===== src/design/aib_pkg.sv =====
`default_nettype none

package aib_pkg;

   // pad and word geometry.
   localparam int BEAT_WIDTH = 40;              // one pad beat.
   localparam int WORD_WIDTH = 2 * BEAT_WIDTH;  // one user word, two beats.

   // register bus widths.
   localparam int AVMM_ADDR_WIDTH = 4;
   localparam int AVMM_DATA_WIDTH = 16;

   typedef logic [WORD_WIDTH-1:0] aib_word_t;   // user word.

   // bundle one channel drives toward the bridge.
   typedef struct packed
   {
      logic [BEAT_WIDTH-1:0] data;              // beat payload.
      logic                  beat_valid;        // beat present this cycle.
      logic                  marker;            // first beat of a word.
      logic                  credit;            // one buffer slot returned.
   } aib_pad_t;

   // register request, one cycle per access.
   typedef struct packed
   {
      logic [AVMM_ADDR_WIDTH-1:0] address;      // register index.
      logic                       write;        // write strobe.
      logic                       read;         // read strobe.
      logic [AVMM_DATA_WIDTH-1:0] writedata;    // write payload.
   } avmm_req_t;

   // register response, always one cycle after the read.
   typedef struct packed
   {
      logic [AVMM_DATA_WIDTH-1:0] readdata;     // read payload.
      logic                       readdatavalid;// read payload valid.
   } avmm_rsp_t;

   // register map.
   typedef enum logic [AVMM_ADDR_WIDTH-1:0]
   {
      REG_CTRL     = 4'h0,                      // bit 0 tx_en.
      REG_STATUS   = 4'h1,                      // bit 0 aligned, 7:4 credits.
      REG_TX_WORDS = 4'h2,                      // words sent.
      REG_RX_WORDS = 4'h3                       // words delivered.
   } csr_addr_e;

   // receive aligner states.
   typedef enum logic [1:0]
   {
      HUNT   = 2'd0,                            // waiting for a marker.
      FIRST  = 2'd1,                            // next beat opens a word.
      SECOND = 2'd2                             // next beat closes a word.
   } align_state_e;

endpackage : aib_pkg

`default_nettype wire


===== src/design/aib_avmm_csr.sv =====
`timescale 1ns/1ps
`default_nettype none

module aib_avmm_csr
   import aib_pkg::*;
(
   input  wire  logic       wr_clk,
   input  wire  logic       rst_n,
   input  wire  avmm_req_t  avmm_req,
   output       avmm_rsp_t  avmm_rsp,
   output       logic       tx_en,
   input  wire  logic       tx_fire,
   input  wire  logic       rx_fire,
   input  wire  logic       aligned,
   input  wire  logic [3:0] credits
);

   logic                       tx_en_q;       // control bit.
   logic [15:0]                tx_words_q;    // words sent, wraps.
   logic [15:0]                rx_words_q;    // words delivered, wraps.
   logic                       rvalid_q;      // read response strobe.
   logic [AVMM_DATA_WIDTH-1:0] rdata_q;       // read response data.
   logic [AVMM_DATA_WIDTH-1:0] rdata_d;       // read mux output.
   csr_addr_e                  addr;          // decoded address.

   assign addr = csr_addr_e'(avmm_req.address);

   // read mux, registered below.
   always_comb
   begin
      rdata_d = '0;
      case (addr)
         REG_CTRL:     rdata_d = {15'h0, tx_en_q};
         REG_STATUS:   rdata_d = {8'h0, credits, 3'b000, aligned};
         REG_TX_WORDS: rdata_d = tx_words_q;
         REG_RX_WORDS: rdata_d = rx_words_q;
         default:      rdata_d = '0;            // unmapped reads as zero.
      endcase
   end

   // control and counters.
   always_ff @(posedge wr_clk)
   begin
      if (!rst_n)
      begin
         tx_en_q    <= 1'b0;
         tx_words_q <= '0;
         rx_words_q <= '0;
         rvalid_q   <= 1'b0;
      end
      else
      begin
         if (avmm_req.write && addr == REG_CTRL)
         begin
            tx_en_q <= avmm_req.writedata[0];   // takes effect this edge.
         end
         tx_words_q <= tx_words_q + 16'(tx_fire); // one per accepted word.
         rx_words_q <= rx_words_q + 16'(rx_fire); // one per popped word.
         rvalid_q   <= avmm_req.read;           // fixed one-cycle latency.
      end
   end

   // read data, valid only with rvalid_q.
   always_ff @(posedge wr_clk)
   begin
      if (avmm_req.read)
      begin
         rdata_q <= rdata_d;
      end
   end

   assign tx_en                  = tx_en_q;
   assign avmm_rsp.readdata      = rdata_q;
   assign avmm_rsp.readdatavalid = rvalid_q;

endmodule : aib_avmm_csr

`default_nettype wire


===== src/design/aib_channel.sv =====
`timescale 1ns/1ps
`default_nettype none

module aib_channel
   import aib_pkg::*;
#(
   parameter int RX_DEPTH = 4                   // receive depth and credits.
)
(
   input  wire logic      wr_clk,
   input  wire logic      rst_n,
   input  wire avmm_req_t avmm_req,
   output      avmm_rsp_t avmm_rsp,
   input  wire logic      tx_valid,
   input  wire aib_word_t tx_data,
   output      logic      tx_ready,
   output      logic      rx_valid,
   output      aib_word_t rx_data,
   input  wire logic      rx_ready,
   output      aib_pad_t  pad_out,
   input  wire aib_pad_t  pad_in
);

   logic                  tx_en;                // from control register.
   logic                  tx_fire;              // word accepted.
   logic                  rx_fire;              // word delivered.
   logic                  aligned;
   logic [3:0]            credits;
   logic [BEAT_WIDTH-1:0] tx_beat;
   logic                  tx_beat_valid;
   logic                  tx_marker;
   logic                  credit_out;           // slot returned to far side.

   aib_avmm_csr u_csr (
      .wr_clk   (wr_clk),
      .rst_n    (rst_n),
      .avmm_req (avmm_req),
      .avmm_rsp (avmm_rsp),
      .tx_en    (tx_en),
      .tx_fire  (tx_fire),
      .rx_fire  (rx_fire),
      .aligned  (aligned),
      .credits  (credits)
   );

   aib_tx_path #(.RX_DEPTH(RX_DEPTH)) u_tx (
      .wr_clk     (wr_clk),
      .rst_n      (rst_n),
      .tx_en      (tx_en),
      .tx_valid   (tx_valid),
      .tx_data    (tx_data),
      .tx_ready   (tx_ready),
      .tx_fire    (tx_fire),
      .credit_in  (pad_in.credit),              // far receiver frees a slot.
      .credits    (credits),
      .beat       (tx_beat),
      .beat_valid (tx_beat_valid),
      .marker     (tx_marker)
   );

   aib_rx_path #(.RX_DEPTH(RX_DEPTH)) u_rx (
      .wr_clk     (wr_clk),
      .rst_n      (rst_n),
      .beat       (pad_in.data),
      .beat_valid (pad_in.beat_valid),
      .marker     (pad_in.marker),
      .rx_valid   (rx_valid),
      .rx_data    (rx_data),
      .rx_ready   (rx_ready),
      .rx_fire    (rx_fire),
      .credit_out (credit_out),
      .aligned    (aligned)
   );

   // outgoing bundle, credit rides against the data.
   assign pad_out = '{data: tx_beat, beat_valid: tx_beat_valid,
                      marker: tx_marker, credit: credit_out};

endmodule : aib_channel

`default_nettype wire


===== src/design/aib_link_top.sv =====
`timescale 1ns/1ps
`default_nettype none

module aib_link_top
   import aib_pkg::*;
#(
   parameter int RX_DEPTH      = 4,             // receive depth per channel.
   parameter int BRIDGE_STAGES = 2              // interposer latency.
)
(
   input  wire logic      wr_clk,
   input  wire logic      rst_n,
   input  wire avmm_req_t ms_avmm_req,
   output      avmm_rsp_t ms_avmm_rsp,
   input  wire avmm_req_t sl_avmm_req,
   output      avmm_rsp_t sl_avmm_rsp,
   input  wire logic      ms_tx_valid,
   input  wire aib_word_t ms_tx_data,
   output      logic      ms_tx_ready,
   output      logic      ms_rx_valid,
   output      aib_word_t ms_rx_data,
   input  wire logic      ms_rx_ready,
   input  wire logic      sl_tx_valid,
   input  wire aib_word_t sl_tx_data,
   output      logic      sl_tx_ready,
   output      logic      sl_rx_valid,
   output      aib_word_t sl_rx_data,
   input  wire logic      sl_rx_ready
);

   aib_pad_t m_pad_out, m_pad_in;               // master side of the bridge.
   aib_pad_t s_pad_out, s_pad_in;               // slave side of the bridge.

   aib_channel #(.RX_DEPTH(RX_DEPTH)) dut_master1 (
      .wr_clk   (wr_clk),       .rst_n    (rst_n),
      .avmm_req (ms_avmm_req),  .avmm_rsp (ms_avmm_rsp),
      .tx_valid (ms_tx_valid),  .tx_data  (ms_tx_data),  .tx_ready (ms_tx_ready),
      .rx_valid (ms_rx_valid),  .rx_data  (ms_rx_data),  .rx_ready (ms_rx_ready),
      .pad_out  (m_pad_out),    .pad_in   (m_pad_in)
   );

   aib_channel #(.RX_DEPTH(RX_DEPTH)) dut_slave1 (
      .wr_clk   (wr_clk),       .rst_n    (rst_n),
      .avmm_req (sl_avmm_req),  .avmm_rsp (sl_avmm_rsp),
      .tx_valid (sl_tx_valid),  .tx_data  (sl_tx_data),  .tx_ready (sl_tx_ready),
      .rx_valid (sl_rx_valid),  .rx_data  (sl_rx_data),  .rx_ready (sl_rx_ready),
      .pad_out  (s_pad_out),    .pad_in   (s_pad_in)
   );

   emib_ch_m2s2 #(.BRIDGE_STAGES(BRIDGE_STAGES)) dut_emib (
      .wr_clk    (wr_clk),
      .rst_n     (rst_n),
      .m_aib_out (m_pad_out),
      .m_aib_in  (m_pad_in),
      .s_aib_out (s_pad_out),
      .s_aib_in  (s_pad_in)
   );

endmodule : aib_link_top

`default_nettype wire


===== src/design/aib_rx_path.sv =====
`timescale 1ns/1ps
`default_nettype none

module aib_rx_path
   import aib_pkg::*;
#(
   parameter int RX_DEPTH = 4                   // receive buffer depth.
)
(
   input  wire logic                  wr_clk,
   input  wire logic                  rst_n,
   input  wire logic [BEAT_WIDTH-1:0] beat,
   input  wire logic                  beat_valid,
   input  wire logic                  marker,
   output      logic                  rx_valid,
   output      aib_word_t             rx_data,
   input  wire logic                  rx_ready,
   output      logic                  rx_fire,
   output      logic                  credit_out,
   output      logic                  aligned
);

   localparam int PTR_W = (RX_DEPTH > 1) ? $clog2(RX_DEPTH) : 1;
   localparam int CNT_W = $clog2(RX_DEPTH + 1);

   align_state_e          state_q, state_d;     // aligner.
   logic                  push;                 // word complete this edge.
   logic                  aligned_q;
   logic [BEAT_WIDTH-1:0] lo_q;                 // first beat held.
   aib_word_t             mem [RX_DEPTH];       // circular buffer.
   logic [PTR_W-1:0]      wr_ptr_q, rd_ptr_q;
   logic [CNT_W-1:0]      count_q;              // words held.
   logic                  rx_valid_q;
   logic                  credit_q;

   // marker alignment and beat pairing.
   always_comb
   begin
      state_d = state_q;
      push    = 1'b0;
      if (beat_valid)
      begin
         case (state_q)
            HUNT:    if (marker) state_d = SECOND;      // lock on first marker.
            FIRST:   state_d = marker ? SECOND : HUNT;  // lost alignment.
            SECOND:
            begin
               if (!marker)
               begin
                  push    = 1'b1;               // word rebuilt.
                  state_d = FIRST;
               end
            end
            default: state_d = HUNT;
         endcase
      end
   end

   assign rx_fire = rx_valid_q && rx_ready;     // user pop.

   always_ff @(posedge wr_clk)
   begin
      if (!rst_n)
      begin
         state_q    <= HUNT;
         aligned_q  <= 1'b0;
         wr_ptr_q   <= '0;
         rd_ptr_q   <= '0;
         count_q    <= '0;
         rx_valid_q <= 1'b0;
         credit_q   <= 1'b0;
      end
      else
      begin
         state_q <= state_d;
         if (push)
            aligned_q <= 1'b1;
         else if (beat_valid && state_q == FIRST && !marker)
            aligned_q <= 1'b0;                  // unmarked opener.
         if (push)
            wr_ptr_q <= (wr_ptr_q == PTR_W'(RX_DEPTH - 1)) ? '0 : wr_ptr_q + 1'b1;
         if (rx_fire)
            rd_ptr_q <= (rd_ptr_q == PTR_W'(RX_DEPTH - 1)) ? '0 : rd_ptr_q + 1'b1;
         count_q    <= count_q + CNT_W'(push) - CNT_W'(rx_fire);
         // a new word shows one edge after its write.
         rx_valid_q <= rx_fire ? (count_q > CNT_W'(1)) : (count_q != '0);
         credit_q   <= rx_fire;                 // one slot back per pop.
      end
   end

   // payload storage.
   always_ff @(posedge wr_clk)
   begin
      if (beat_valid && marker)
         lo_q <= beat;                          // low half.
      if (push)
         mem[wr_ptr_q] <= {beat, lo_q};
   end

   assign rx_data    = mem[rd_ptr_q];           // stable until popped.
   assign rx_valid   = rx_valid_q;
   assign credit_out = credit_q;
   assign aligned    = aligned_q;

endmodule : aib_rx_path

`default_nettype wire


===== src/design/aib_tx_path.sv =====
`timescale 1ns/1ps
`default_nettype none

module aib_tx_path
   import aib_pkg::*;
#(
   parameter int RX_DEPTH = 4                   // far buffer depth, initial credits.
)
(
   input  wire logic                  wr_clk,
   input  wire logic                  rst_n,
   input  wire logic                  tx_en,
   input  wire logic                  tx_valid,
   input  wire aib_word_t             tx_data,
   output      logic                  tx_ready,
   output      logic                  tx_fire,
   input  wire logic                  credit_in,
   output      logic [3:0]            credits,
   output      logic [BEAT_WIDTH-1:0] beat,
   output      logic                  beat_valid,
   output      logic                  marker
);

   logic [3:0]            credits_q;            // slots free at the far end.
   logic                  pending_q;            // high half still to send.
   logic                  beat_valid_q;         // pad valid.
   logic                  marker_q;             // pad marker.
   logic [BEAT_WIDTH-1:0] beat_q;               // pad payload.
   logic [BEAT_WIDTH-1:0] hi_q;                 // held upper half.

   // accept only with credit and a free beat slot.
   assign tx_ready = tx_en && (credits_q != 4'd0) && !pending_q;
   assign tx_fire  = tx_valid && tx_ready;

   // credit counter and beat sequencing.
   always_ff @(posedge wr_clk)
   begin
      if (!rst_n)
      begin
         credits_q    <= 4'(RX_DEPTH);
         pending_q    <= 1'b0;
         beat_valid_q <= 1'b0;
         marker_q     <= 1'b0;
      end
      else
      begin
         // return and spend may land together.
         credits_q <= credits_q + 4'(credit_in) - 4'(tx_fire);
         if (tx_fire)
         begin
            pending_q    <= 1'b1;               // second beat next cycle.
            beat_valid_q <= 1'b1;
            marker_q     <= 1'b1;               // flags the low half.
         end
         else if (pending_q)
         begin
            pending_q    <= 1'b0;
            beat_valid_q <= 1'b1;
            marker_q     <= 1'b0;               // unmarked high half.
         end
         else
         begin
            beat_valid_q <= 1'b0;               // idle pad.
            marker_q     <= 1'b0;
         end
      end
   end

   // payload, qualified by beat_valid_q.
   always_ff @(posedge wr_clk)
   begin
      if (tx_fire)
      begin
         beat_q <= tx_data[BEAT_WIDTH-1:0];     // low half goes first.
         hi_q   <= tx_data[WORD_WIDTH-1:BEAT_WIDTH];
      end
      else if (pending_q)
      begin
         beat_q <= hi_q;                        // then the high half.
      end
   end

   assign credits    = credits_q;
   assign beat       = beat_q;
   assign beat_valid = beat_valid_q;
   assign marker     = marker_q;

endmodule : aib_tx_path

`default_nettype wire


===== src/design/emib_ch_m2s2.sv =====
`timescale 1ns/1ps
`default_nettype none

module emib_ch_m2s2
   import aib_pkg::*;
#(
   parameter int BRIDGE_STAGES = 2              // latency per direction.
)
(
   input  wire logic     wr_clk,
   input  wire logic     rst_n,
   input  wire aib_pad_t m_aib_out,
   output      aib_pad_t m_aib_in,
   input  wire aib_pad_t s_aib_out,
   output      aib_pad_t s_aib_in
);

   aib_pad_t m2s_q [BRIDGE_STAGES];             // master to slave chain.
   aib_pad_t s2m_q [BRIDGE_STAGES];             // slave to master chain.

   always_ff @(posedge wr_clk)
   begin
      if (!rst_n)
      begin
         for (int i = 0; i < BRIDGE_STAGES; i++)
         begin
            m2s_q[i] <= '0;                     // quiet pads out of reset.
            s2m_q[i] <= '0;
         end
      end
      else
      begin
         m2s_q[0] <= m_aib_out;
         s2m_q[0] <= s_aib_out;
         for (int i = 1; i < BRIDGE_STAGES; i++)
         begin
            m2s_q[i] <= m2s_q[i-1];             // shift along the interposer.
            s2m_q[i] <= s2m_q[i-1];
         end
      end
   end

   assign s_aib_in = m2s_q[BRIDGE_STAGES-1];
   assign m_aib_in = s2m_q[BRIDGE_STAGES-1];

endmodule : emib_ch_m2s2

`default_nettype wire


===== config.mk =====
export PLATFORM = sky130hd
export DESIGN_NAME = aib_link_top
export DESIGN_NICKNAME = d
export VERILOG_FILES = /design/src/design/aib_pkg.sv /design/src/design/aib_avmm_csr.sv /design/src/design/aib_channel.sv /design/src/design/aib_link_top.sv /design/src/design/aib_rx_path.sv /design/src/design/aib_tx_path.sv /design/src/design/emib_ch_m2s2.sv
export SDC_FILE = /design/constraint.sdc
export NUM_CORES = 1
export LEC_CHECK = 0
export BUFFER_PORTS_ARGS = -buffer_cell sky130_fd_sc_hd__buf_2
export CAP_MARGIN = 10
export CORE_ASPECT_RATIO = 1.4
export CORE_MARGIN = 2
export CORE_UTILIZATION = 53
export DETAILED_ROUTE_END_ITERATION = 8
export GPL_ROUTABILITY_DRIVEN = 0
export PLACE_DENSITY = 0.8
export SYNTH_ARGS = -nofsm -noshare
export SYNTH_HDL_FRONTEND = slang
export SYNTH_SLANG_ARGS = --single-unit

===== constraint.sdc =====
create_clock -name wr_clk -period 3.3 [get_ports wr_clk]
set_input_delay 0.66 -clock wr_clk [delete_from_list [all_inputs] [get_ports wr_clk]]
set_output_delay 0.66 -clock wr_clk [all_outputs]
set_load 0.01 [all_outputs]

; ---- Yosys cells after proc, flatten, opt, wreduce, memory -nomap -nowiden
; Memories as Yosys holds them, arrays and structs flattened. A register that Yosys moved wholly into a read port is not among the register bits.
; Index checks and enable logic that the tools add are counted.
[op_classes]
n_lt_le_gt_ge = 2
reduce_logical = 34
n_mux = 50
n_bitwise = 4
n_eq_ne = 18
add_sub_neg = 16
[ops]
columns = operator, count
row1 = two-way mux 43 bit, 4
row2 = two-way mux 40 bit, 4
row3 = one-hot mux 16 bit (4 select lines), 2
row4 = adder 16 x 1 -> 16 bit, 4
row5 = two-way mux 2 bit, 14
row6 = two-way mux 1 bit, 24
row7 = "== test 4 x 2 -> 1 bit, second input constant", 4
row8 = logical AND 1 bit, 16
row9 = "== test 2 bit, second input constant", 6
row10 = one-hot mux 2 bit (3 select lines), 2
row11 = "adder 2 x 1 -> 2 bit, second input constant", 4
row12 = adder 4 x 1 -> 4 bit, 2
row13 = "== test 4 x 1 -> 1 bit, second input constant", 2
row14 = zero test 4 bit, 2
row15 = nonzero test 2 bit, 4
row16 = nonzero test 4 bit, 2
row17 = subtractor 4 x 1 -> 4 bit, 2
row18 = adder 3 x 1 -> 3 bit, 2
row19 = "> comparator 3 x 1 -> 1 bit, second input constant", 2
row20 = AND reduction 3 bit, 2
row21 = nonzero test 3 bit, 2
row22 = subtractor 3 x 1 -> 3 bit, 2
row23 = "== test 2 x 1 -> 1 bit, second input constant", 2
row24 = zero test 1 bit, 4
row25 = other kinds (4), 10
[word_totals]
mem_count = 4
wordCells = 164
ramBits = 812
output_inout_bits = 198
regBits = 376
[mem_list]
columns = name, words, width, rd, rd_ports_with_merged_regs, write_ports, line
row1 = dut_master1.u_rx.mem, 4, 80, 1, 1, 1, aib_rx_path.sv:30  ; aib_word_t mem [RX_DEPTH];
row2 = dut_slave1.u_rx.mem, 4, 80, 1, 1, 1, aib_rx_path.sv:30
row3 = dut_emib.m2s_q, 2, 43, 2, 0, 2, emib_ch_m2s2.sv:18  ; aib_pad_t m2s_q [BRIDGE_STAGES];
row4 = dut_emib.s2m_q, 2, 43, 2, 0, 2, emib_ch_m2s2.sv:19  ; aib_pad_t s2m_q [BRIDGE_STAGES];

; ---- Longest topological paths before layout
; Gate-level depths: netlist (run 1).
[depth]
ltp_word = 5
depth_mapped = 13
ltp_nobuf = 12

; ---- Cells and area by module
; From an unflattened synthesis (run 1), not the netlist that was laid out.
[unflattened]
cells_unflattened = 2239
area_unflattened_um2 = 43820.8
[modules_own_cells]
columns = module, area_each_um2, instances, cells_per_inst, seq_area_each_um2
row1 = aib_rx_path, 13496.7, 2, 528, 11090.6
row2 = aib_tx_path, 3422.0, 2, 159, 2522.4
row3 = emib_ch_m2s2, 5326.4, 1, 449, 3443.3
row4 = aib_avmm_csr, 2306.0, 2, 205, 1161.1
row5 = aib_channel, 22.5, 2, 3, 0.0

; ---- Worst setup path after synthesis (run 1)
; Ideal clock, no wire load.
[synth_timing]
kind = register to register
from = register dut_master1.u_tx.credits_q[2] (netlist: dut_master1.u_tx.credits[2])
to = register dut_master1.u_csr.tx_words_q[14]
t_arrival_ns = 3.180
setup_slack_ns = -0.007
path_stages_with_launch = 13
path_buffers = 1
t_required_ns = 3.172
cell_sequence = dfxtp_1 inv_1 ha_1 a21oi_2 nand2_2 buf_2 inv_1 ha_1 ha_1 nand4_2 nor4_2 xnor2_1 nor2_1
[synth_between]
elab_chain_cells = 5
[synth_rtl]
columns = item, line
row1 = from (decl), aib_tx_path.sv:24  ; logic [3:0] credits_q;
row2 = from (signal assigned), aib_tx_path.sv:40  ; credits_q <= 4'(RX_DEPTH);
row3 = from (signal assigned), aib_tx_path.sv:48  ; credits_q <= credits_q + 4'(credit_in) - 4'(tx_fire);
row4 = nonzero test 4 bit, aib_tx_path.sv:32  ; assign tx_ready = tx_en && (credits_q != 4'd0) && !pending_q;
row5 = logical AND 1 bit (2 in series), aib_tx_path.sv:32
row6 = named net ms_tx_ready, aib_link_top.sv:19  ; output logic ms_tx_ready,
row7 = logical AND 1 bit, aib_tx_path.sv:33  ; assign tx_fire = tx_valid && tx_ready;
row8 = named net dut_master1.tx_fire, aib_channel.sv:25  ; logic tx_fire;
row9 = adder 16 x 1 -> 16 bit, aib_avmm_csr.sv:57  ; tx_words_q <= tx_words_q + 16'(tx_fire);
row10 = to (signal assigned), aib_avmm_csr.sv:57
row11 = to (decl), aib_avmm_csr.sv:19  ; logic [15:0] tx_words_q;
; The timed path passes the listed nets, and every way through them passes these cells.
; A chain may end at the register's enable or synchronous reset.

==> flow_summary.toml, run 1 <==
[grt]
gr-total-overflow = 0
antenna_found_initial = 12
grt_pass1_vias = 21200
grt_max_degree = 185
track_usage = 0.202
grt_pass1_wl_um = 126000

[cts]
cts_max_path_buffers = 3
path_clk_slew_ns = 0.06
insertion_delay_ns = 0.67
cts_root_buffer = "clkbuf_16"
post_cts_resized = 0
cts_buffers = 106
cts_max_level = 3
hold_buffers = 0
postCtsSetupBuffers = 0
cts_tree = "yes"
clock_sink_count = 1192

[layout]
final_util = 0.622
layoutNonFillerInstCount = 3755
drive_gt1_frac = 0.318
fillers = 5394
area_growth_pct = 16.5
final_nets = 2850

[yosys]
ys_seq_area_frac = 0.784
ys.flop_type = "edfxtp_1"
synth_top_family_by_area = "multiplexers"
avgSynthCellArea_um2 = 19.4
synth-adder-area-share = 0.0120
synthTopCellsByArea = "edfxtp_1 (65%), dfxtp_1 (13%), mux4_2 (8.6%), and2_1 (3.0%), mux2_2 (2.1%)"
ys_warn_count = 0
ys_ff_latch = 1192
synth_top_cell_area_share = 0.651
synth_compound_area_frac = 0.0124
synthMuxAreaShare = 0.108
async_flop_share = 0
syn-instance-count = 2170
netlist_area_um2 = 42100
yosys.area_share.simple = 0.0582
synth_largest_area_cell = "edfxtp_1"
synth-edff-count = 912
synth_xor_area_frac = 0.0115
syn_nets = 2418
synthDistinctLibCells = 49

[worst_setup_path]
start_kind = "flip-flop"
end_kind = "output port"
critPathBufInv = 2
slowest_stage = "mux4_2"
crit_chain = "buf_4 > mux4_2 > buf_2"
max_stage_delay_ns = 0.60
cp_max_fo = 25
cp_top_family = "buffers and inverters"
cp_data_required_time_ns = 2.64
worst_ep_arrival_time_ns = 2.37
r2r_slack_ns = 0.77
path_class = "flip-flop to output port"

[placed_design]
dp_cells = 3548
place_hpwl_um = 51900
port_buffers = 377

[sta]
fmax_ghz = 0.330
finalCriticalPeriod_ns = 3.03
post-route-period-util = 0.919
setup_viol_count_final = 0
slew_viol_final = 0
slew_headroom = 0.408
fin_skew_ns = 0.0256
hold_viol = 0
rsz0062_at_grt = "false"
hold_ws_ns = 0.158
tns_ns = 0
worstMarginPinSlew_ns = 0.884

[pwr]
ir_worst_vdd_uv = 442
finalPower_w = 0.0302
power.density_nw_per_um2 = 616
power_leakage_nw = 16.9

[floorplan]
die_w_um = 242
die_h_um = 337
start_util = 0.534
row_count = 122
pin_count = 408
core_um2 = 78800
dieArea_um2 = 81700

[drt]
wl_met2_um = 41700
wire_per_inst_um = 22.1
drt-total-wl_um = 82900
viasPerCell = 5.40
dr_wl_met3_um = 4860
top_layer_used = "met5"
drt_iter0_drc = 1310
drc_errors = 0
antenna_left = 0
firstDrtPassIters = 7
wl_met1_um = 33500
num_vias = 20300

[worst_hold_path]
hold_path.class = "primary input to flip-flop"

[outcome]
status = "finished, final reports clean"

[job]
max_cap_viol_count = 0
-- registers in the layout (all words and copies together), names as in the netlist, 3 cells and up, named ones only --
name / flops
dut_slave1.u_rx.count_q: 3
dut_slave1.u_tx.credits: 4
dut_slave1.u_rx.lo_q: 40
dut_emib.m2s_q: 86
dut_master1.u_csr.rx_words_q: 16
dut_master1.u_csr.rdata_q: 16
dut_master1.u_rx.lo_q: 40
dut_master1.u_tx.credits: 4
dut_slave1.u_csr.rdata_q: 16
dut_slave1.u_tx.hi_q: 40
dut_master1.u_rx.count_q: 3
dut_slave1.u_tx.beat: 40
dut_master1.u_tx.hi_q: 40
dut_master1.u_tx.beat: 40
dut_emib.s2m_q: 86
dut_slave1.u_csr.rx_words_q: 16
dut_master1.u_csr.tx_words_q: 16
dut_slave1.u_csr.tx_words_q: 16
dut_slave1.u_rx.mem: 320
dut_master1.u_rx.mem: 320
-- power breakdown --
part	internal, W	switching (W)
logic	0.000819	0.000860
clock network	0.00694	0.00530
registers	0.0161	0.000102
-- kinds of logic after synthesis --
| family | count (synthesis) |
|---|---|
| AOI/OAI and AO/OA | 76 |
| xor gates and xnor gates | 55 |
| adders and majority gates | 38 |
| buffers and inverters | 133 |
| DFF | 1192 |
| muxes | 245 |
| and+or+nand+nor | 431 |
-- layout by cell type (no fill, tap or decap), types with 21 or more instances in the layout --
master,instances
nor3_1,24
buf_2,376
a21oi_1,23
nand3_1,22
mux4_2,160
clkbuf_16,109
edfxtp_1,912
xnor2_1,42
ha_1,34
and2_1,191
clkbuf_1,21
clkinv_2,23
mux2_2,77
inv_1,42
nor2_1,75
a22o_1,22
nand2_1,50
dfxtp_1,276
-- layer usage --
layer  global-route usage  up-vias
met5                    0        -
met4               0.0787        6
met3               0.0375      148
met2                0.340      673
met1                0.264    10300
li1                     -     9160
-- synthesized netlist by cell type, types with 10 or more instances --
library cell  instances
a21oi_1              23
a22o_1               22
a22oi_1              10
and2_1              200
buf_2                30
clkbuf_1             50
dfxtp_1             280
edfxtp_1            912
ha_1                 34
inv_1                44
mux2_2               77
mux4_2              160
nand2_1              50
nand3_1              22
nand4_1              11
nor2_1               76
nor3_1               24
nor4_1               11
xnor2_1              42
xor2_1               13
-- layout make-up --
| class | instances | area (um2) | area share |
|---|---|---|---|
| multi-input combinational | 845 | 8550 | 0.175 |
| clock inverter | 56 | 524 | 0.0107 |
| tap | 1054 | 1320 | 0.0269 |
| clock buffer | 146 | 3030 | 0.0618 |
| inverter | 45 | 173 | 0.00353 |
| timing repair buffer | 412 | 2370 | 0.0484 |
| sequential | 1192 | 33000 | 0.674 |
| antenna | 5 | 12.5 | 0.000255 |
-- worst paths after layout --
check        cells past startpoint                             startpoint                                         end
max reg2reg                     11  dut_slave1.u_tx.credits[2]$_SDFF_PN1_  dut_slave1.u_csr.tx_words_q[12]$_SDFF_PN0_
max                              3                              flip-flop                              ms_rx_data[47]
min reg2reg                      1       dut_emib.s2m_q[0][41]$_SDFF_PN0_            dut_emib.s2m_q[0][84]$_SDFF_PN0_
min                              1                         sl_tx_data[78]          dut_slave1.u_tx.hi_q[38]$_DFFE_PN_
-- per-stage QoR --
step	worst slack, ns	cell area (um2)
5_1_grt	0.114	49000
3_3_place_gp	0.792	45400
2_1_floorplan	0.0106	42100
4_1_cts	0.155	49000
3_5_place_dp	0.680	45400
6_report	0.267	49000
Note: power is estimated with default switching activity, not from simulation.
==> inputs of run 2 (changes only) <==
--- a/config.mk
+++ b/config.mk
@@ -9,10 +9,10 @@
 export CAP_MARGIN = 10
 export CORE_ASPECT_RATIO = 1.4
 export CORE_MARGIN = 2
-export CORE_UTILIZATION = 53
+export CORE_UTILIZATION = 60
 export DETAILED_ROUTE_END_ITERATION = 8
 export GPL_ROUTABILITY_DRIVEN = 0
-export PLACE_DENSITY = 0.8
+export PLACE_DENSITY = 0.86
 export SYNTH_ARGS = -nofsm -noshare
 export SYNTH_HDL_FRONTEND = slang
 export SYNTH_SLANG_ARGS = --single-unit
==> constraint.sdc (replaced) <==
create_clock -name wr_clk -period 3.7 [get_ports wr_clk]
set_input_delay 0.74 -clock wr_clk [delete_from_list [all_inputs] [get_ports wr_clk]]
set_output_delay 0.74 -clock wr_clk [all_outputs]
set_load 0.01 [all_outputs]
==> run 2 against run 1 <==
Effect of this change:
- worst hold slack improved by 0.083 ns
- register-to-register slack improved by 0.30 ns
- worst setup slack better by 0.27 ns
- die area shrank 12%
- critical endpoint is now ms_rx_data[29]
- final area decreased by 0.55%
- sequential power decreased by 10%
- power fell by 10%
- count of clock-buffer cells in the layout fell by 9
- critical path type unchanged
- clock power decreased by 9.8%
- first-iteration DRC count up 17%
- sequential share of layout area increased by 0.38 points
==> flow_summary.toml, run 2 (synthesis results as in run 1) <==
[worst_setup_path]
cp_max_fo = 42
slowest_stage = "mux4_2"
ff2ff_path_depth = 4
cp_data_required_time_ns = 2.96
crit_chain = "buf_12 > mux4_2 > buf_2"
worst_ep_arrival_time_ns = 2.42
start_kind = "flip-flop"
max_stage_delay_ns = 0.61
end_kind = "output port"
path_class = "flip-flop to output port"

[layout]
mostFrequentLayoutCells = "edfxtp_1 (912), buf_2 (376), dfxtp_1 (276)"
mostFrequentLayoutCell = "edfxtp_1"
area_growth_pct = 15.8
drive_gt1_frac = 0.317
layoutNonFillerInstCount = 3611
top_regs = "dut_master1.u_rx.mem (320), dut_slave1.u_rx.mem (320)"
fillers = 3994
antenna_cells = 0
final_nets = 2843

[cts]
post_cts_resized = 0
insertion_delay_ns = 0.67
cts_max_path_buffers = 3
cts_buffers = 102
cts_max_level = 3
hold_buffers = 0
path_clk_slew_ns = 0.07
clock_sink_count = 1192
postCtsSetupBuffers = 0
cts_root_buffer = "clkbuf_16"
cts_tree = "yes"

[placed_design]
port_buffers = 377
place_hpwl_um = 52700
dp_cells = 3419

[drt]
drt_iter0_drc = 1529
num_vias = 20600
antenna_left = 0
wire_per_inst_um = 24.0
drt-total-wl_um = 86700
firstDrtPassIters = 5
viasPerCell = 5.72
drc_errors = 0

[pwr]
power_leakage_nw = 16.8
power.density_nw_per_um2 = 554
pwr-share-clk = 0.407
ir_worst_vdd_uv = 406
seq_power_share = 0.537
p_int_w = 0.0214
swShare = 0.207
switching_power_w = 0.00560
pwr-share-comb = 0.056

[sta]
fin_skew_ns = 0.0373
worstMarginPinSlew_ns = 0.955
finalCriticalPeriod_ns = 3.16
hold_viol = 0
tns_ns = 0
slew_viol_final = 0
rsz0062_at_grt = "false"
fmax_ghz = 0.316
post-route-period-util = 0.855
setup_viol_count_final = 0
slew_headroom = 0.362

[floorplan]
row_count = 114
start_util = 0.608
core_um2 = 69200
dieArea_um2 = 72300
die_h_um = 317
pin_count = 408
die_w_um = 228

[grt]
gr-total-overflow = 0
antenna_found_initial = 1
track_usage = 0.241
grt_max_degree = 83
grt_pass1_vias = 21700
grt_pass1_wl_um = 131000

[worst_hold_path]
hold_path.class = "primary input to flip-flop"
whs_path_depth = 1

[outcome]
status = "finished, final reports clean"

[job]
max_cap_viol_count = 0
run 2: cell count changes in the layout (fill, tap and decap cells not counted), sizes merged:
cell,delta
clkinvlp,+4
inv,+1
buf,-3
clkinv,-9
clkbuf,-9
diode,-5
bufinv,+3
run 2: power by group through the flow:
stage / Sequential [W] / Combinational, W / Clock (W)
6_report: 0.0145 / 0.00150 / 0.0110
5_1_grt: 0.0145 / 0.00161 / 0.0117
4_1_cts: 0.0145 / 0.00153 / 0.0112
3_5_place_dp: 0.0148 / 0.00151 / 0
3_3_place_gp: 0.0148 / 0.00147 / 0
2_1_floorplan: 0.0147 / 0.000945 / 0
run 2: final timing paths:
| path | startpoint | end | slack (ns) |
|---|---|---|---|
| max | flip-flop | ms_rx_data[29] | 0.54 |
| min | sl_tx_data[58] | dut_slave1.u_tx.hi_q[18]$_DFFE_PN_ | 0.24 |
| max reg2reg | dut_emib.s2m_q[0][45]$_SDFF_PN0_ | dut_master1.u_rx.mem[0][47]$_DFFE_PP_ | 1.07 |
| min reg2reg | dut_emib.s2m_q[0][27]$_SDFF_PN0_ | dut_emib.s2m_q[0][70]$_SDFF_PN0_ | 0.42 |
run 2: stage by stage:
| stage | power, W | area (um2) | hold WS, ns | utilization | setup WS (ns) |
|---|---|---|---|---|---|
| after global routing | 0.0278 | 48700 | 0.210 | 0.704 | 0.385 |
| final | 0.0270 | 48700 | 0.240 | 0.704 | 0.535 |
| after floorplan | 0.0157 | 42100 | 0.412 | - | 0.393 |
| after detailed placement | 0.0163 | 45200 | 0.418 | 0.653 | 1.04 |
| after CTS | 0.0272 | 48700 | 0.194 | 0.704 | 0.455 |
| after global placement | 0.0162 | 45200 | 0.414 | 0.653 | 1.11 |
run 2: area by class of cell:
class                   count  area (um2)  area share
multi-input cells         845        8550       0.176
inverters                  45         169     0.00347
flip-flops and latches   1192       33000       0.678
repair buffers            409        2290      0.0471
clock inverters            55         583      0.0120
well taps                 928        1160      0.0238
clock buffers             137        2950      0.0605
run 2: layer usage:
| layer | global-route usage | vias up | share of wire |
|---|---|---|---|
| li1 | - | 9133 | - |
| met1 | 0.298 | 10600 | 0.38 |
| met2 | 0.426 | 773 | 0.53 |
| met3 | 0.0470 | 149 | 0.063 |
| met4 | 0.0870 | 0 | 0.031 |
| met5 | 0 | - | 0 |
run 2: worst max-delay path: cells and delay by family, from the launching register on:
kind	cells	cell delay (ns)
buf+inv	2	0.54
flops	1	0.58
mux	1	0.61
==> inputs of run 3 (changes only) <==
--- a/config.mk
+++ b/config.mk
@@ -13,6 +13,7 @@
 export DETAILED_ROUTE_END_ITERATION = 8
 export GPL_ROUTABILITY_DRIVEN = 0
 export PLACE_DENSITY = 0.86
+export RECOVER_POWER = 100
 export SYNTH_ARGS = -nofsm -noshare
 export SYNTH_HDL_FRONTEND = slang
 export SYNTH_SLANG_ARGS = --single-unit
==> run 3 against run 2 <==
Effect of this change:
- the flow now finishes with violations (max-capacitance violations, max-slew violations)
- wire length barely moved
- power shrank 0.22%
- utilization shrank 0.50 points
- non-clock buffer count unchanged
- sequential cell count is the same
- cell count stayed put
- final area fell by 0.71%
- via count fell by 0.28%
- worst setup slack worse by 0.24 ns
- global-route usage unchanged
- worst hold slack got worse by 0.0037 ns
- register-to-register slack got worse by 0.67 ns
- largest power group unchanged
==> flow_summary.toml, run 3 (synthesis results as in run 1) <==
[pwr]
power.density_nw_per_um2 = 557
ir_worst_vdd_uv = 407
power_leakage_nw = 16.1

[drt]
antenna_left = 0
drc_errors = 0
viasPerCell = 5.70
firstDrtPassIters = 5
wire_per_inst_um = 24.0
drt-total-wl_um = 86700
drt_iter0_drc = 1603
num_vias = 20600

[sta]
slew_headroom = -0.921
slew_viol_final = 134
tns_ns = 0
post-route-period-util = 0.919
rsz0062_at_grt = "false"
fmax_ghz = 0.294
hold_viol = 0
finalCriticalPeriod_ns = 3.40
setup_viol_count_final = 0
worstMarginPinSlew_ns = 2.84
fin_skew_ns = 0.0356

[worst_setup_path]
cp_data_required_time_ns = 2.96
end_kind = "output port"
crit_chain = "buf_12 > mux4_2 > clkbuf_1"
worst_ep_arrival_time_ns = 2.66
reg2reg_from = "dut_slave1.u_tx.credits[2]$_SDFF_PN1_"
cp_max_fo = 46
start_kind = "flip-flop"
critPathBufInv = 2
cp_top_family = "flip-flops"
slowest_stage = "dfxtp_2"
path_class = "flip-flop to output port"
max_stage_delay_ns = 0.97

[cts]
cts_max_level = 3
postCtsSetupBuffers = 0
hold_buffers = 0
insertion_delay_ns = 0.67
clock_sink_count = 1192
cts_root_buffer = "clkbuf_16"
cts_buffers = 102
path_clk_slew_ns = 0.07
post_cts_resized = 0
cts_max_path_buffers = 3
cts_tree = "yes"

[floorplan]
row_count = 114
start_util = 0.608
pin_count = 408
die_h_um = 317
die_w_um = 228
dieArea_um2 = 72300
core_um2 = 69200

[grt]
gr-total-overflow = 0
grt_pass1_vias = 21700
track_usage = 0.241
grt_max_degree = 83
grt_pass1_wl_um = 131000
antenna_found_initial = 1

[outcome]
violations = "max-capacitance violations, max-slew violations"
status = "finished, violations left"

[placed_design]
placedInstanceArea_um2 = 45200
port_buffers = 377
place_hpwl_um = 52700
dp_cells = 3419

[layout]
area_growth_pct = 15.0
mostFrequentLayoutCell = "edfxtp_1"
final_area_um2 = 48400
layoutNonFillerInstCount = 3611
antenna_cells = 0
final_nets = 2843
top_regs = "dut_master1.u_rx.mem (320), dut_slave1.u_rx.mem (320)"
mostFrequentLayoutCells = "edfxtp_1 (912), dfxtp_1 (276), clkbuf_1 (219)"
drive_gt1_frac = 0.220

[worst_hold_path]
hp-start = "sl_tx_data[58]"
hold_path.class = "primary input to flip-flop"

[job]
max_cap_viol_count = 5
-- run 3: cell types whose count changed in the layout (fill, tap and decap cells not counted), sizes merged --
cell	before	now
buf	409	197
clkbuf	137	349
-- run 3: power by group --
part           total (W)  internal [W]  leakage [nW]  switching (W)
Sequential        0.0145        0.0144          10.6       0.000114
Combinational    0.00144      0.000672          3.82       0.000770
Clock             0.0110       0.00627          1.72        0.00472
Total             0.0269        0.0213          16.1        0.00560
-- run 3: worst register-to-register path, delay by kind of cell, from the launching register on --
kind | cells | cell delay [ns]
buffers and inverters | 3 | 1.22
DFF | 1 | 0.34
adders and majority gates | 1 | 0.21
and+or+nand+nor | 2 | 0.93
AOI/OAI and AO/OA | 1 | 0.31
-- run 3: final cells by class --
type	instances	area, um2
sequential	1192	33000
multi-input combinational	845	8500
clock buffer	137	2950
inverter	45	169
fill	4136	20800
clock inverter	55	583
timing repair buffer	409	2000
tap	928	1160
-- run 3: stage by stage --
stage	util	power [W]	setup slack (ns)	hold WS [ns]
floorplan	-	0.0157	0.393	0.412
global placement	0.653	0.0162	1.11	0.414
detailed placement	0.653	0.0163	1.04	0.418
CTS	0.704	0.0272	0.455	0.194
global route	0.699	0.0277	0.198	0.210
finish	0.699	0.0269	0.298	0.237
-- run 3: path summary, 6_finish.rpt --
kind	slack, ns	cells past startpoint	end
worst min-delay path	0.24	1	dut_slave1.u_tx.hi_q[18]$_DFFE_PN_
worst max register to register	0.40	7	dut_slave1.u_tx.beat[11]$_DFFE_PP_
worst min register to register	0.43	1	dut_emib.s2m_q[0][70]$_SDFF_PN0_
worst max-delay path	0.30	3	sl_rx_data[33]
-- run 3: layer usage --
| metal | vias up | wire (um) | part of all wire | global-route usage |
|---|---|---|---|---|
| li1 | 9136 | - | - | - |
| met1 | 10500 | 32700 | 0.38 | 0.298 |
| met2 | 804 | 45600 | 0.53 | 0.426 |
| met3 | 158 | 5600 | 0.065 | 0.0470 |
| met4 | 0 | 2790 | 0.032 | 0.0870 |
| met5 | - | 0 | 0 | 0 |
